==> config.mk <==
export PLATFORM = sky130hd
export DESIGN_NAME = merge_top
export DESIGN_NICKNAME = d
export VERILOG_FILES = /design/src/hw/merge_pkg.sv /design/src/hw/merge_ifs.sv /design/src/hw/round_robin_arbiter.sv /design/src/hw/request_producer.sv /design/src/hw/entry_buffer.sv /design/src/hw/drain_consumer.sv /design/src/hw/merge_top.sv
export VERILOG_INCLUDE_DIRS = /design/src /design/src/hw
export SDC_FILE = /design/constraint.sdc
export NUM_CORES = 1
export LEC_CHECK = 0
export BUFFER_PORTS_ARGS = -buffer_cell sky130_fd_sc_hd__buf_2
export CORE_MARGIN = 4
export CORE_UTILIZATION = 40
export DETAILED_ROUTE_END_ITERATION = 12
export GPL_ROUTABILITY_DRIVEN = 1
export PLACE_DENSITY_LB_ADDON = 0.2
export SLEW_MARGIN = 20
export SYNTH_ARGS = -nofsm -noshare
export SYNTH_HDL_FRONTEND = slang
export SYNTH_HIERARCHICAL = 1
export SYNTH_SLANG_ARGS = --single-unit
==> constraint.sdc <==
create_clock -name clk -period 3.7 [get_ports clk]
set_clock_uncertainty 0.15 [all_clocks]
set_input_delay 0.185 -clock clk [delete_from_list [all_inputs] [get_ports clk]]
set_output_delay 0.185 -clock clk [all_outputs]
set_load 0.05 [all_outputs]
==> src/hw/merge_consts.svh <==
`ifndef MERGE_CONSTS_SVH
`define MERGE_CONSTS_SVH

// ========================================
// Merger sizing

// Number of request clients
`define MERGE_CLIENTS 4

// Payload width of one client word
`define MERGE_DATA_W 16

// Entries in the shared buffer
// Also the number of credits the producer starts with
// Must be a power of two so the pointers wrap on their own
`define MERGE_BUF_DEPTH 8

`endif

==> src/hw/merge_pkg.sv <==
`default_nettype none

`include "merge_consts.svh"

package merge_pkg;

    // ========================================
    // Shared vector types

    // One client payload word
    typedef logic [`MERGE_DATA_W-1:0] data_t;

    // Client number carried with each buffered word
    typedef logic [$clog2(`MERGE_CLIENTS)-1:0] cid_t;

    // Credit count, has to reach the full buffer depth
    typedef logic [$clog2(`MERGE_BUF_DEPTH+1)-1:0] credit_t;

endpackage

`default_nettype wire

==> src/hw/merge_ifs.sv <==
`timescale 1ns/100ps
`default_nettype none

// Producer to buffer, with the credit return path
interface push_if import merge_pkg::*; ();
    logic  push;
    data_t push_data;
    cid_t  push_cid;
    // One pulse per freed buffer entry
    logic  credit;

    modport producer (output push, output push_data, output push_cid, input credit);
    modport buffer (input push, input push_data, input push_cid, output credit);
endinterface

// Buffer head to consumer
interface pop_if import merge_pkg::*; ();
    logic  avail;
    data_t head_data;
    cid_t  head_cid;
    // Removes the head in the same cycle
    logic  take;

    modport buffer (output avail, output head_data, output head_cid, input take);
    modport consumer (input avail, input head_data, input head_cid, output take);
endinterface

`default_nettype wire

==> src/hw/round_robin_arbiter.sv <==
`timescale 1ns/100ps
`default_nettype none

module round_robin_arbiter
#(
    parameter int CLIENTS = 4
)
(
    input  logic               clk,
    input  logic               rst_n,
    input  logic [CLIENTS-1:0] req,
    output logic [CLIENTS-1:0] gnt
);

    // Index width, at least one bit for a single client
    localparam int IDX_W = (CLIENTS > 1) ? $clog2(CLIENTS) : 1;

    // ========================================
    // Priority masks from the previous winner

    // Bits strictly below the last winner
    logic [CLIENTS-1:0] mask_below;
    // Every bit except the last winner
    logic [CLIENTS-1:0] mask_other;

    logic [CLIENTS-1:0] req_below;
    logic [CLIENTS-1:0] req_other;
    logic               hit_below;
    logic               hit_other;
    logic [IDX_W-1:0]   idx_below;
    logic [IDX_W-1:0]   idx_other;

    logic               win_vld;
    logic [IDX_W-1:0]   winner;
    logic [CLIENTS-1:0] win_onehot;

    // Highest set bit of a vector, returned as {found, index}
    function automatic logic [IDX_W:0] find_high(input logic [CLIENTS-1:0] vec);
        logic             found;
        logic [IDX_W-1:0] idx;
        found = 1'b0;
        idx = '0;
        // Later hits overwrite earlier ones, so the top bit wins
        for (int i = 0; i < CLIENTS; i++)
        begin
            if (vec[i])
            begin
                found = 1'b1;
                idx = IDX_W'(i);
            end
        end
        return {found, idx};
    endfunction

    assign req_below = req & mask_below;
    assign req_other = req & mask_other;

    assign {hit_below, idx_below} = find_high(req_below);
    assign {hit_other, idx_other} = find_high(req_other);

    // Below the last winner first, then wrap to the top
    assign win_vld = hit_below | hit_other;
    assign winner = hit_below ? idx_below : idx_other;
    assign win_onehot = CLIENTS'(1) << winner;

    // ========================================
    // Registered state

    always_ff @(posedge clk)
    begin
        if (!rst_n)
        begin
            // No history, so the highest requester wins first
            mask_below <= '0;
            mask_other <= '1;
            gnt <= '0;
        end
        else
        begin
            if (win_vld)
            begin
                mask_below <= win_onehot - CLIENTS'(1);
                mask_other <= ~win_onehot;
                gnt <= win_onehot;
            end
            else
            begin
                // Idle cycle lets the last winner back in
                mask_other <= '1;
                gnt <= '0;
            end
        end
    end

endmodule

`default_nettype wire

==> src/hw/request_producer.sv <==
`timescale 1ns/100ps
`default_nettype none

`include "merge_consts.svh"

module request_producer
    import merge_pkg::*;
(
    input  logic                      clk,
    input  logic                      rst_n,
    input  logic [`MERGE_CLIENTS-1:0] in_valid,
    input  data_t                     in_data [`MERGE_CLIENTS],
    output logic [`MERGE_CLIENTS-1:0] in_ready,
    push_if.producer                  push_bus
);

    logic [`MERGE_CLIENTS-1:0] req;
    logic [`MERGE_CLIENTS-1:0] gnt;
    credit_t                   credit_cnt;
    credit_t                   push_pending;
    logic                      can_req;
    data_t                     sel_data;
    cid_t                      sel_cid;

    // ========================================
    // Request gating

    // A push in this cycle has not left the counter yet
    assign push_pending = credit_t'(push_bus.push);
    // Room for one more word after the one in flight
    assign can_req = (credit_cnt > push_pending);

    // Granted client is dropped for one cycle
    // Its word is already taken
    assign req = can_req ? (in_valid & ~gnt) : '0;

    round_robin_arbiter #(
        .CLIENTS (`MERGE_CLIENTS)
    ) u_arb (
        .clk   (clk),
        .rst_n (rst_n),
        .req   (req),
        .gnt   (gnt)
    );

    // ========================================
    // Data select and grant encode

    always_comb
    begin
        sel_data = '0;
        sel_cid = '0;
        // Grant is one-hot, so at most one term contributes
        for (int i = 0; i < `MERGE_CLIENTS; i++)
        begin
            if (gnt[i])
            begin
                sel_data = sel_data | in_data[i];
                sel_cid = cid_t'(i);
            end
        end
    end

    assign push_bus.push = |gnt;
    assign push_bus.push_data = sel_data;
    assign push_bus.push_cid = sel_cid;

    // Accept strobe back to the winning client
    assign in_ready = gnt;

    // ========================================
    // Credit counter

    always_ff @(posedge clk)
    begin
        if (!rst_n)
        begin
            credit_cnt <= credit_t'(`MERGE_BUF_DEPTH);
        end
        else
        begin
            case ({push_bus.push, push_bus.credit})
                2'b10: credit_cnt <= credit_cnt - credit_t'(1);
                2'b01: credit_cnt <= credit_cnt + credit_t'(1);
                // Both or neither leave the count unchanged
                default: credit_cnt <= credit_cnt;
            endcase
        end
    end

endmodule

`default_nettype wire

==> src/hw/entry_buffer.sv <==
`timescale 1ns/100ps
`default_nettype none

`include "merge_consts.svh"

module entry_buffer
    import merge_pkg::*;
(
    input logic    clk,
    input logic    rst_n,
    push_if.buffer push_bus,
    pop_if.buffer  pop_bus
);

    localparam int PTR_W = $clog2(`MERGE_BUF_DEPTH);

    // ========================================
    // Storage and pointers

    data_t            mem_data [`MERGE_BUF_DEPTH];
    cid_t             mem_cid [`MERGE_BUF_DEPTH];
    logic [PTR_W-1:0] wr_ptr;
    logic [PTR_W-1:0] rd_ptr;
    // Occupancy, same range as the credit count
    credit_t          count;

    // Write side, the producer never pushes into a full store
    always_ff @(posedge clk)
    begin
        if (push_bus.push)
        begin
            mem_data[wr_ptr] <= push_bus.push_data;
            mem_cid[wr_ptr] <= push_bus.push_cid;
        end
    end

    // Show-ahead head
    assign pop_bus.avail = (count != '0);
    assign pop_bus.head_data = mem_data[rd_ptr];
    assign pop_bus.head_cid = mem_cid[rd_ptr];

    // ========================================
    // Pointer, count and credit control

    always_ff @(posedge clk)
    begin
        if (!rst_n)
        begin
            wr_ptr <= '0;
            rd_ptr <= '0;
            count <= '0;
            push_bus.credit <= 1'b0;
        end
        else
        begin
            if (push_bus.push)
                wr_ptr <= wr_ptr + PTR_W'(1);
            if (pop_bus.take)
                rd_ptr <= rd_ptr + PTR_W'(1);

            case ({push_bus.push, pop_bus.take})
                2'b10: count <= count + credit_t'(1);
                2'b01: count <= count - credit_t'(1);
                default: count <= count;
            endcase

            // One freed entry, one credit, a cycle later
            push_bus.credit <= pop_bus.take;
        end
    end

endmodule

`default_nettype wire

==> src/hw/drain_consumer.sv <==
`timescale 1ns/100ps
`default_nettype none

module drain_consumer
    import merge_pkg::*;
(
    input  logic     clk,
    input  logic     rst_n,
    pop_if.consumer  pop_bus,
    output logic     out_valid,
    output data_t    out_data,
    output cid_t     out_cid,
    input  logic     out_ready
);

    // ========================================
    // Output register stage

    // Register is free, or its word leaves this cycle
    logic slot_free;

    assign slot_free = !out_valid || out_ready;
    assign pop_bus.take = pop_bus.avail && slot_free;

    // Valid flag
    always_ff @(posedge clk)
    begin
        if (!rst_n)
        begin
            out_valid <= 1'b0;
        end
        else
        begin
            if (pop_bus.take)
                out_valid <= 1'b1;
            else if (out_ready)
                // Transfer done and nothing to refill with
                out_valid <= 1'b0;
        end
    end

    // Payload, held while out_ready is low
    always_ff @(posedge clk)
    begin
        if (pop_bus.take)
        begin
            out_data <= pop_bus.head_data;
            out_cid <= pop_bus.head_cid;
        end
    end

endmodule

`default_nettype wire

==> src/hw/merge_top.sv <==
`timescale 1ns/100ps
`default_nettype none

`include "merge_consts.svh"

module merge_top
    import merge_pkg::*;
(
    input  logic                      clk,
    input  logic                      rst_n,
    input  logic [`MERGE_CLIENTS-1:0] in_valid,
    input  data_t                     in_data [`MERGE_CLIENTS],
    output logic [`MERGE_CLIENTS-1:0] in_ready,
    output logic                      out_valid,
    output data_t                     out_data,
    output cid_t                      out_cid,
    input  logic                      out_ready
);

    // ========================================
    // Internal links

    push_if push_bus ();
    pop_if  pop_bus ();

    // Arbitration and credit accounting
    request_producer u_producer (
        .clk      (clk),
        .rst_n    (rst_n),
        .in_valid (in_valid),
        .in_data  (in_data),
        .in_ready (in_ready),
        .push_bus (push_bus.producer)
    );

    // Shared tagged entry store
    entry_buffer u_buffer (
        .clk      (clk),
        .rst_n    (rst_n),
        .push_bus (push_bus.buffer),
        .pop_bus  (pop_bus.buffer)
    );

    // Output stage toward the sink
    drain_consumer u_consumer (
        .clk       (clk),
        .rst_n     (rst_n),
        .pop_bus   (pop_bus.consumer),
        .out_valid (out_valid),
        .out_data  (out_data),
        .out_cid   (out_cid),
        .out_ready (out_ready)
    );

endmodule

`default_nettype wire

==> results of run 1 <==
-- cells in the final DEF, fill, tap and decap left out, types with 2 or more instances in the layout --
cell type   count
a21oi_1         3
a22oi_1        33
a31oi_1         2
and2_1         11
and3_1          3
buf_2          93
buf_4          15
bufinv_16       2
clkbuf_1        2
clkbuf_16      17
clkinv_2        3
clkinvlp_4      5
dfxtp_1        29
edfxtp_1      162
ha_1            9
inv_1           8
inv_6           2
mux2_2         18
mux2i_1         5
mux4_1         36
nand2_1        31
nand2b_1        6
nand3_1         4
nor2_1          6
nor2_2          6
nor2b_1         4
nor3_2          3
nor3b_1         5
o21a_1          2
o21ai_0         4
o21ai_1         3
xnor2_1         5
xor2_1          4
-- through the flow --
stage / hold WS [ns] / util [%] / cell area, sq um / setup WS, ns
floorplan: 0.152 / - / 7930 / 0.378
global placement: 0.310 / 45.0 / 8750 / 0.892
detailed placement: 0.321 / 45.0 / 8750 / 0.707
CTS: 0.0558 / 48.0 / 9330 / 0.697
global route: 0.111 / 48.0 / 9330 / 0.478
finish: 0.0755 / 48.0 / 9330 / 0.712
-- worst max-delay path: stages (launching register included) --
cell and delay (ns):
dfxtp_1 0.30, or2_1 0.32, nor3_2 0.22, inv_1 0.07
ha_1 0.27, nor2_1 0.04, nor4_1 0.51, nor3b_1 0.21
a22o_1 0.29, o21ai_1 0.21, and3_1 0.22, nand2_1 0.06
-- flip-flops by register name (all words and copies together), names as in the netlist, named ones only --
signal	flops
u_consumer/out_cid	2
u_producer/u_arb/mask_other	4
u_buffer/mem_data	128
u_buffer/push_bus.credit	1
u_buffer/count	4
u_buffer/mem_cid	16
u_producer/u_arb/gnt	4
u_consumer/out_valid	1
u_producer/u_arb/mask_below	3
u_producer/credit_cnt	4
u_buffer/wr_ptr	3
u_buffer/rd_ptr	3
u_consumer/out_data	16
-- report_power, final --
group          internal, mW  switching, mW  leakage (nW)
Clock                 0.996          0.762         0.266
Combinational          1.04           1.83          1.37
Sequential             3.22          0.202          1.75
Total                  5.26           2.79          3.39
-- area by class of cell --
cell class | instances | area [sq um] | share of cell area (%)
Multi-Input combinational cell | 226 | 2340 | 25.1
Inverter | 8 | 30.0 | 0.322
Tap cell | 265 | 332 | 3.55
Sequential cell | 192 | 5470 | 58.6
Clock inverter | 13 | 139 | 1.49
Clock buffer | 19 | 433 | 4.64
Timing Repair Buffer | 109 | 588 | 6.30
-- cells by family (layout without fill, tap and decap cells) --
| kind of cell | Yosys count | in the layout |
|---|---|---|
| compound gates | 56 | 56 |
| xor+xnor | 9 | 9 |
| fa+ha+maj | 10 | 10 |
| buf+inv | 28 | 149 |
| flops | 192 | 192 |
| mux | 60 | 60 |
| simple gates | 91 | 91 |
-- worst paths after layout --
kind	to	slack [ns]	cells past startpoint
setup / recovery	u_producer/u_arb/mask_other[3]	0.71	11
hold / removal	u_buffer/mem_data[3][10]	0.08	3
hold reg to reg	u_buffer/count[3]	0.32	2
setup reg to reg	u_producer/u_arb/mask_other[3]	0.71	11
-- layer usage --
| layer | vias to the layer above | global-route usage, % | part of all wire (%) |
|---|---|---|---|
| li1 | 2009 | - | - |
| met1 | 2199 | 19.6 | 44 |
| met2 | 97 | 25.9 | 51 |
| met3 | 18 | 2.89 | 3.8 |
| met4 | 0 | 4.76 | 1.4 |
| met5 | - | 0 | 0 |
==> reports/metrics.csv, run 1 <==
metric,value,unit
status,"complete, no violations",
total CTS buffers,17,
Tcrit/Tclk final,80.8,%
Initial Util,40.7,%
mux cell area share after synthesis,15.3,%
post-synth top area share,61.3,%
First DRT Iteration DRCs,182,
Post-DRT Antenna Nets,0,
Post-Synth Simple-Gate Area,6.15,%
Final #Nets,635,
Final min period,2.99,ns
clock slew at reported path FFs,0.07,ns
synthesized instance count,446,
vias in the first global route,4398,
CTS Hold Bufs,1,
worst rel slew slack,29.1,%
worst r2r src,u_producer/u_arb/gnt[3],
Core ar.,19500,sq um
ranking of synthesized cells by area,"edfxtp_1 (61%), mux4_1 (12%), dfxtp_1 (7.6%), a22oi_1 (3.1%), mux2_2 (2.6%)",
combinational family with the most area after synthesis,multiplexers,
"Setup violations, final",0,
dpl hpwl,9920,um
Maximum Capacitance Violations,0,
DRT Pass-1 Iters,6,
FILL cells,1661,
Post-Syn Area,7930,sq um
startpoint types,register,
"Cell Count, Final, Fillers Out",832,
via/cell ratio,5.20,
unrepaired setup endpoints after global routing,false,
most instantiated cells after synthesis,"edfxtp_1 (162), mux4_1 (36), a22oi_1 (33)",
Pwr Density,863,nW/um^2
post-cts repair resize count,0,
Yosys top cell by area,edfxtp_1,
setup TNS,0,ns
worst path required time,3.86,ns
Slew Limit Fails,0,
CTS tree,done,
Worst Hold Class,in -> reg,
Setup crit end kind,register,
worst vdd ir,481,uV
Die X,149,um
Fmax,0.335,GHz
Post-CTS Setup Bufs,0,
Yosys reg bits,192,
Slew @ Worst Pin,1.06,ns
Critical Path Start,u_producer/u_arb/gnt[3],
vias after detailed routing,4323,
"Distinct cells, synth",52,
Crit Path Max Fanout,9,
leakage power,3.39,nW
first-pass GRT wire length,24900,um
GP Congestion,0.752,
clk root buf,clkbuf_16,
Remaining DRCs,0,
Ports,94,
final wirelength,16200,um
most numerous cell in the Yosys netlist,edfxtp_1,
WL/cell,19.5,um
Skew-Pair Late Insertion Delay,0.42,ns
GRT Resource Usage Total,15.1,%
syn nets,527,
total power,8.05,mW
Port Buffers,93,
"Avg Cell Area, Syn",17.8,sq um
H-tree levels,4,
XOR/XNOR Fraction of Synth Area,0.994,%
worst hold start,in_data[42],
ys flop type,edfxtp_1,
dpl cells,799,
Adder-Cell Fraction of Synth Area,1.67,%
Worst Path Arrival,3.15,ns
Die Span Y,149,um
FP Rows,51,
# diodes,0,
Max Root-Sink Buffers,2,
area delta synth->final,17.7,%
gr ovfl total,0,
"EDFF count, synth",162,
compound-cell area share of the yosys netlist,5.14,%
post-synthesis async set-or-reset flop share,0,%
Yosys warning count,6,
endpoints failing hold,0,
clk sink count,192,
initial antenna violation count,0,
WS Path Type,reg -> reg,
die area,22100,sq um
share of layout cells above drive strength 1,30.7,%
"Seq/Total Area, Yosys",68.9,%
largest net degree at the start of global routing,27,
Power figures use the tool's default switching activity.
==> inputs of run 2 (changes only) <==
--- a/config.mk
+++ b/config.mk
@@ -6,6 +6,7 @@
 export SDC_FILE = /design/constraint.sdc
 export NUM_CORES = 1
 export LEC_CHECK = 0
+export ABC_AREA = 1
 export BUFFER_PORTS_ARGS = -buffer_cell sky130_fd_sc_hd__buf_2
 export CORE_MARGIN = 4
 export CORE_UTILIZATION = 40
==> constraint.sdc (replaced) <==
create_clock -name clk -period 2.6 [get_ports clk]
set_clock_uncertainty 0.15 [all_clocks]
set_input_delay 0.13 -clock clk [delete_from_list [all_inputs] [get_ports clk]]
set_output_delay 0.13 -clock clk [all_outputs]
set_load 0.05 [all_outputs]
==> run 2 against run 1 <==
  * Die area grew 2.3%
  * Highest routed layer unchanged
  * Cell count is 32% higher
  * Synthesized area up 2.4%
  * Synthesized cell count rose by 61%
  * Global-route usage rose by 0.68 points
  * Sequential cell count is the same
  * Clock power up 61%
  * Sequential power grew 43%
==> reports/metrics.csv, run 2 <==
metric,value,unit,change
wire length on met2,8200,um,was 8330 um
M1 wire length,7800,um,was 7080 um
worst path required time,2.76,ns,was 3.86 ns
First DRT Iteration DRCs,361,,was 182
Worst Path Arrival,2.51,ns,was 3.15 ns
initial antenna violation count,0,,unchanged
endpoints failing hold,0,,unchanged
Post-DRT Antenna Nets,0,,unchanged
Maximum Capacitance Violations,0,,unchanged
clock slew at reported path FFs,0.07,ns,about the same
H-tree levels,4,,unchanged
Remaining DRCs,0,,unchanged
"Setup violations, final",0,,unchanged
Skew-Pair Late Insertion Delay,0.42,ns,about the same
vias in the first global route,5238,,"was 4,398"
Int Power,7.75,mW,was 5.26 mW
Crit path buffers/inverters,5,,was 1
unrepaired setup endpoints after global routing,false,,unchanged
GRT Resource Usage Total,15.8,%,was 15.1%
Worst Hold Class,in -> reg,,unchanged
ys flop type,edfxtp_1,,unchanged
worst vdd ir,535,uV,was 481 uV
"Distinct cells, synth",36,,was 52
Final #Nets,902,,was 635
WS Path Type,reg -> reg,,unchanged
DRT Pass-1 Iters,5,,was 6
Final WS setup,0.244,ns,was 0.712 ns
ranking of synthesized cells by area,"edfxtp_1 (60%), dfxtp_1 (7.4%), nand2_1 (7.2%), nor2_1 (4.1%), o21ai_1 (2.8%)",,"was edfxtp_1 (61%), mux4_1 (12%), dfxtp_1 (7.6%), a22oi_1 (3.1%), mux2_2 (2.6%)"
Worst Hold Path EP,u_buffer/mem_data[2][1],,was u_buffer/mem_data[3][10]
Final min period,2.36,ns,was 2.99 ns
vias after detailed routing,5368,,"was 4,323"
number of flip-flops in the largest register,128,,unchanged
Max stage delay on crit path,0.32,ns,was 0.51 ns
Port Buffers,93,,unchanged
leakage power,3.73,nW,was 3.39 nW
"Cell Count, Final, Fillers Out",1099,,was 832
# diodes,0,,unchanged
Slew Limit Fails,0,,unchanged
"EDFF count, synth",162,,unchanged
largest net degree at the start of global routing,55,,was 27
synthesized instance count,717,,was 446
Max Root-Sink Buffers,2,,unchanged
Tcrit/Tclk final,90.6,%,was 80.8%
Regs by FF count,"u_buffer/mem_data: 128 flops, u_buffer/mem_cid: 16 flops, u_consumer/out_data: 16 flops",,unchanged
R2R setup slack,0.24,ns,was 0.71 ns
most numerous cell in the Yosys netlist,edfxtp_1,,unchanged
Yosys reg bits,192,,unchanged
WP depth,17,,was 11
Initial Util,41.2,%,was 40.7%
CTS tree,done,,unchanged
Crit Path Max Fanout,9,,unchanged
Yosys top cell by area,edfxtp_1,,unchanged
GP Congestion,0.766,,was 0.752
Setup crit end kind,register,,unchanged
die area,22700,sq um,"was 22,100 sq um"
DP Area,8870,sq um,was 8750 sq um
critical path's slowest cell,dfxtp_1,,was nor4_1
Final Util,48.6,%,was 48.0%
most instantiated cells after synthesis,"edfxtp_1 (162), nand2_1 (156), nor2_1 (89)",,"was edfxtp_1 (162), mux4_1 (36), a22oi_1 (33)"
Flop pwr share,39.3,%,was 42.5%
FP Rows,51,,unchanged
clk sink count,192,,unchanged
clk root buf,clkbuf_16,,unchanged
final wirelength,17000,um,"was 16,200 um"
first-pass GRT wire length,27100,um,"was 24,900 um"
total CTS buffers,17,,unchanged
dpl hpwl,10700,um,was 9920 um
Post-Syn Area,8120,sq um,was 7930 sq um
Switch Pwr,4.70,mW,was 2.79 mW
Die Span Y,151,um,was 149 um
max layer used,met4,,unchanged
Pwr Density,1300,nW/um^2,was 863 nW/um^2
worst-case reg-to-reg path depth,17,,was 11
post-synth top area share,59.9,%,was 61.3%
total power,12.4,mW,was 8.05 mW
worst rel slew slack,55.3,%,was 29.1%
Yosys warning count,6,,unchanged
post-synthesis async set-or-reset flop share,0,%,unchanged
Die X,151,um,was 149 um
Core ar.,19700,sq um,"was 19,500 sq um"
most flop-heavy register,u_buffer/mem_data,,unchanged
Slew @ Worst Pin,0.666,ns,was 1.06 ns
"Avg Cell Area, Syn",11.3,sq um,was 17.8 sq um
"most common cell after layout, fill and taps aside",edfxtp_1,,unchanged
worst hold path depth,3,,unchanged
most frequent cells in the layout,"edfxtp_1 (162), nand2_1 (156), buf_2 (93)",,"was edfxtp_1 (162), buf_2 (93), mux4_1 (36)"
dpl cells,1063,,was 799
"Seq/Total Area, Yosys",67.3,%,was 68.9%
area delta synth->final,17.8,%,was 17.7%
fin area,9570,sq um,was 9330 sq um
cell family with most CP delay,simple AND/OR/NAND/NOR gates,,unchanged
Ports,94,,unchanged
total length of routed met3 wires,892,um,was 612 um
WL/cell,15.5,um,was 19.5 um
worst hold start,in_data[49],,was in_data[42]
syn nets,798,,was 527
Clk network pwr share,22.8,%,was 21.8%
Switching Share,37.7,%,was 34.7%
share of total power in combinational logic,37.9,%,was 35.7%
setup TNS,0,ns,unchanged
pre-CTS WS,0.225,ns,was 0.707 ns
status,"complete, no violations",,unchanged
Fmax,0.425,GHz,was 0.335 GHz
gr ovfl total,0,,unchanged
share of layout cells above drive strength 1,21.8,%,was 30.7%
Reg-to-Reg End,u_producer/u_arb/mask_other[0],,was u_producer/u_arb/mask_other[3]
via/cell ratio,4.88,,was 5.20
worst r2r src,u_producer/u_arb/gnt[3],,unchanged
Hold Slack,0.0260,ns,was 0.0755 ns
startpoint types,register,,unchanged
cell breakdown of the critical path,"inv_2, nand2_4, nor3_4, inv_1, ha_1, o21ai_2, nand3_2, inv_2, nand2_1, nand2_2, inv_1, nand2_2, nand2_4, inv_2, nand2_1, nor2_2, nand2_1",,"was or2_1, nor3_2, inv_1, ha_1, nor2_1, nor4_1, nor3b_1, a22o_1, o21ai_1, and3_1, nand2_1"
run 2: cell type report:
cell class	count	area (sq um)
timing repair buffer	117	666
sequential	192	5470
fill	1723	10100
tap	265	332
clock inverter	12	203
clock buffer	20	457
multi-input combinational	449	2280
inverter	44	168
run 2: worst max-delay path by stage:
| stage | from | to | slack [ns] |
|---|---|---|---|
| 6_report | u_producer/u_arb/gnt[3] | u_producer/u_arb/mask_other[0] | 0.24 |
| 2_1_floorplan | u_producer/u_arb/gnt[2] | u_buffer/mem_cid[0][0] | -0.24 |
| 5_1_grt | u_producer/u_arb/gnt[3] | u_producer/u_arb/mask_other[0] | 0.006 |
| 3_5_place_dp | u_producer/u_arb/gnt[3] | u_producer/u_arb/mask_other[0] | 0.22 |
| 3_3_place_gp | u_producer/u_arb/gnt[3] | u_producer/u_arb/mask_other[0] | 0.31 |
| 4_1_cts | u_producer/u_arb/gnt[3] | u_producer/u_arb/mask_other[0] | 0.21 |
run 2: timing repair:
action	in CTS	in global routing
setup endpoints to repair	0	3
hold buffers	3	0
endpoints found under the hold margin	18	0
gates resized for setup	0	3
buffers inserted	0	1
run 2: tightest hold or removal path, delay by kind of cell:
family / cells / cell delay (ns)
buffers and inverters: 1 / 0.08
AND/OR/NAND/NOR: 2 / 0.24
run 2: cells by family after synthesis:
kind of cell	after synthesis	share of synthesized area, %
DFF	192	67.3
AOI/OAI and AO/OA	119	7.78
xor gates and xnor gates	4	0.431
muxes	18	2.22
adders and majority gates	10	1.63
buffers and inverters	76	4.82
and+or+nand+nor	298	15.8
run 2: per-layer routing:
metal  up-vias  track usage (%)
li1       2699                -
met2       153             26.8
met4         0             4.07
met3        13             3.46
met1      2503             20.6
met5         -                0
run 2: power groups by stage:
| stage | clock network [mW] | registers [mW] | logic [mW] |
|---|---|---|---|
| finish | 2.83 | 4.89 | 4.72 |
| detailed placement | 0 | 4.97 | 4.69 |
| floorplan | 0 | 5.49 | 2.95 |
| global route | 3.03 | 4.96 | 5.29 |
| global placement | 0 | 4.94 | 4.55 |
| CTS | 2.90 | 4.90 | 4.71 |
==> inputs of run 3 (changes only) <==
--- a/config.mk
+++ b/config.mk
@@ -13,6 +13,7 @@
 export DETAILED_ROUTE_END_ITERATION = 12
 export GPL_ROUTABILITY_DRIVEN = 1
 export PLACE_DENSITY_LB_ADDON = 0.2
+export SETUP_SLACK_MARGIN = 0.5
 export SLEW_MARGIN = 20
 export SYNTH_ARGS = -nofsm -noshare
 export SYNTH_HDL_FRONTEND = slang
==> run 3 against run 2 <==
  * The flow now finishes with violations (hold timing)
  * Die area unchanged
  * Hold slack lost 0.048 ns
  * Wire length rose by 14%
  * Critical path depth unchanged
  * Global-route usage rose by 1.5 points
==> reports/metrics.csv, run 3 (same netlist as run 2, synthesis figures left out) <==
metric,value,unit,change
vias in the first global route,5744,,"was 5,238"
startpoint types,register,,unchanged
Die Span Y,151,um,unchanged
Worst Hold Class,in -> reg,,unchanged
clk root buf,clkbuf_16,,unchanged
DRT Pass-1 Iters,5,,unchanged
dpl hpwl,11700,um,"was 10,700 um"
final wirelength,19500,um,"was 17,000 um"
initial antenna violation count,0,,unchanged
via/cell ratio,5.04,,was 4.88
largest net degree at the start of global routing,73,,was 55
cell breakdown of the critical path,"inv_4, nand2_8, nor3_4, inv_2, ha_4, o21ai_4, nand3b_1, inv_2, nand2_2, nand2_4, inv_2, nand2_2, nand2_4, inv_4, nand2_2, nor2_2, nand2_1",,"was inv_2, nand2_4, nor3_4, inv_1, ha_1, o21ai_2, nand3_2, inv_2, nand2_1, nand2_2, inv_1, nand2_2, nand2_4, inv_2, nand2_1, nor2_2, nand2_1"
most frequent cells in the layout,"edfxtp_1 (162), nand2_1 (146), buf_2 (93)",,"was edfxtp_1 (162), nand2_1 (156), buf_2 (93)"
endpoints failing hold,7,,was 0
Regs by FF count,"u_buffer/mem_data: 128 flops, u_buffer/mem_cid: 16 flops, u_consumer/out_data: 16 flops",,unchanged
"most common cell after layout, fill and taps aside",edfxtp_1,,unchanged
FILL cells,1696,,"was 1,723"
Skew-Pair Late Insertion Delay,0.42,ns,about the same
share of layout cells above drive strength 1,29.2,%,was 21.8%
Crit Path Max Fanout,4,,was 9
First DRT Iteration DRCs,401,,was 361
leakage power,3.86,nW,was 3.73 nW
Max Root-Sink Buffers,2,,unchanged
Post-DRT Antenna Nets,0,,unchanged
Slew @ Worst Pin,0.782,ns,was 0.666 ns
number of flip-flops in the largest register,128,,unchanged
first-pass GRT wire length,30000,um,"was 27,100 um"
worst vdd ir,724,uV,was 535 uV
gr ovfl total,0,,unchanged
GP Congestion,0.788,,was 0.766
FP Rows,51,,unchanged
Initial Util,41.2,%,unchanged
failing checks,hold timing,,
H-tree levels,4,,unchanged
Tcrit/Tclk final,87.3,%,was 90.6%
clock slew at reported path FFs,0.07,ns,about the same
WS Path Type,reg -> reg,,unchanged
Slew Limit Fails,0,,unchanged
Max stage delay on crit path,0.35,ns,was 0.32 ns
Port Buffers,93,,unchanged
# diodes,0,,unchanged
area delta synth->final,23.5,%,was 17.8%
Final min period,2.27,ns,was 2.36 ns
Fmax,0.441,GHz,was 0.425 GHz
cell family with most CP delay,simple AND/OR/NAND/NOR gates,,unchanged
Crit path buffers/inverters,5,,unchanged
most flop-heavy register,u_buffer/mem_data,,unchanged
Worst Path Arrival,2.44,ns,was 2.51 ns
setup TNS,0,ns,unchanged
total power,13.2,mW,was 12.4 mW
unrepaired setup endpoints after global routing,true,,was false
vias after detailed routing,5687,,"was 5,368"
Ports,94,,unchanged
Final #Nets,932,,was 902
clk sink count,192,,unchanged
worst path required time,2.77,ns,was 2.76 ns
die area,22700,sq um,unchanged
Pwr Density,1320,nW/um^2,was 1300 nW/um^2
Remaining DRCs,0,,unchanged
GRT Resource Usage Total,17.3,%,was 15.8%
WL/cell,17.3,um,was 15.5 um
Die X,151,um,unchanged
Core ar.,19700,sq um,unchanged
register area,5480,sq um,was 5470 sq um
"Setup violations, final",0,,unchanged
critical path's slowest cell,dfxtp_4,,was dfxtp_1
Hold Slack,-0.0216,ns,was 0.0260 ns
status,finished with violations,,"was complete, no violations"
Maximum Capacitance Violations,0,,unchanged
total CTS buffers,17,,unchanged
CTS tree,done,,unchanged
worst rel slew slack,47.5,%,was 55.3%
Setup crit end kind,register,,unchanged
Multi-input gate area,2490,sq um,was 2280 sq um
==> run 3: cell types whose count changed in the layout (fill, tap and decap cells not counted), moves of 9 or more <==
cell / previous run / this run
nand2_2: 5 / 14
nand2_1: 156 / 146
nor2_1: 89 / 79
buf_4: 20 / 37
inv_1: 32 / 23
==> run 3: worst paths after layout <==
path                           startpoint                              to  slack [ns]  cells past startpoint
setup / recovery  u_producer/u_arb/gnt[2]  u_producer/u_arb/mask_other[0]        0.33                     17
hold / removal                      rst_n               u_buffer/count[0]       -0.02                      3
setup reg to reg  u_producer/u_arb/gnt[2]  u_producer/u_arb/mask_other[0]        0.33                     17
hold reg to reg         u_buffer/count[0]               u_buffer/count[0]        0.36                      2
==> run 3: worst reg2reg max path, cell delays in order (launching register included) <==
cell      delay, ns
dfxtp_4        0.35
inv_4          0.07
nand2_8        0.05
nor3_4         0.20
inv_2          0.07
ha_4           0.22
o21ai_4        0.20
nand3b_1       0.12
inv_2          0.07
nand2_2        0.07
nand2_4        0.09
inv_2          0.04
nand2_2        0.07
nand2_4        0.08
inv_4          0.08
nand2_2        0.05
nor2_2         0.11
nand2_1        0.05
==> run 3: what timing repair did <==
item,CTS,global route
hold buffers,8,1
pin swaps,5,23
resized for setup,10,39
setup endpoints to repair,13,18
buffers inserted,8,15
endpoints found under the hold margin,16,2
==> run 3: layout make-up <==
class	count	area share [%]
timing repair buffer	147	9.68
sequential	192	54.7
inverter	44	1.82
clock buffer	19	4.32
multi-input combinational	449	24.9
clock inverter	13	1.35
tap	265	3.31
==> run 3: routing by layer <==
metal | part of all wire (%) | wire length (um) | up-vias | track usage, %
met5 | 0 | 0 | - | 0
met2 | 50 | 9660 | 157 | 29.2
met1 | 44 | 8640 | 2759 | 22.8
met3 | 4.8 | 928 | 22 | 3.37
li1 | - | - | 2749 | -
met4 | 1.3 | 257 | 0 | 5.03
==> run 3: per-stage QoR <==
step	hold slack [ns]	instances	utilization (%)	setup slack, ns	area (sq um)
2_1_floorplan	0.0487	717	-	0.337	8220
3_3_place_gp	0.245	1065	45.7	0.396	9000
3_5_place_dp	0.257	1065	45.7	0.317	9000
4_1_cts	-0.105	1113	49.5	0.371	9760
5_1_grt	0.00378	1129	50.9	0.236	10000
6_report	-0.0216	1129	50.9	0.330	10000
==> run 3: power breakdown <==
| part | leakage (nW) | internal (mW) | switching (mW) |
|---|---|---|---|
| logic | 1.82 | 2.00 | 3.74 |
| registers | 1.76 | 4.63 | 0.289 |
| clock network | 0.271 | 1.42 | 1.11 |
| total | 3.86 | 8.05 | 5.15 |
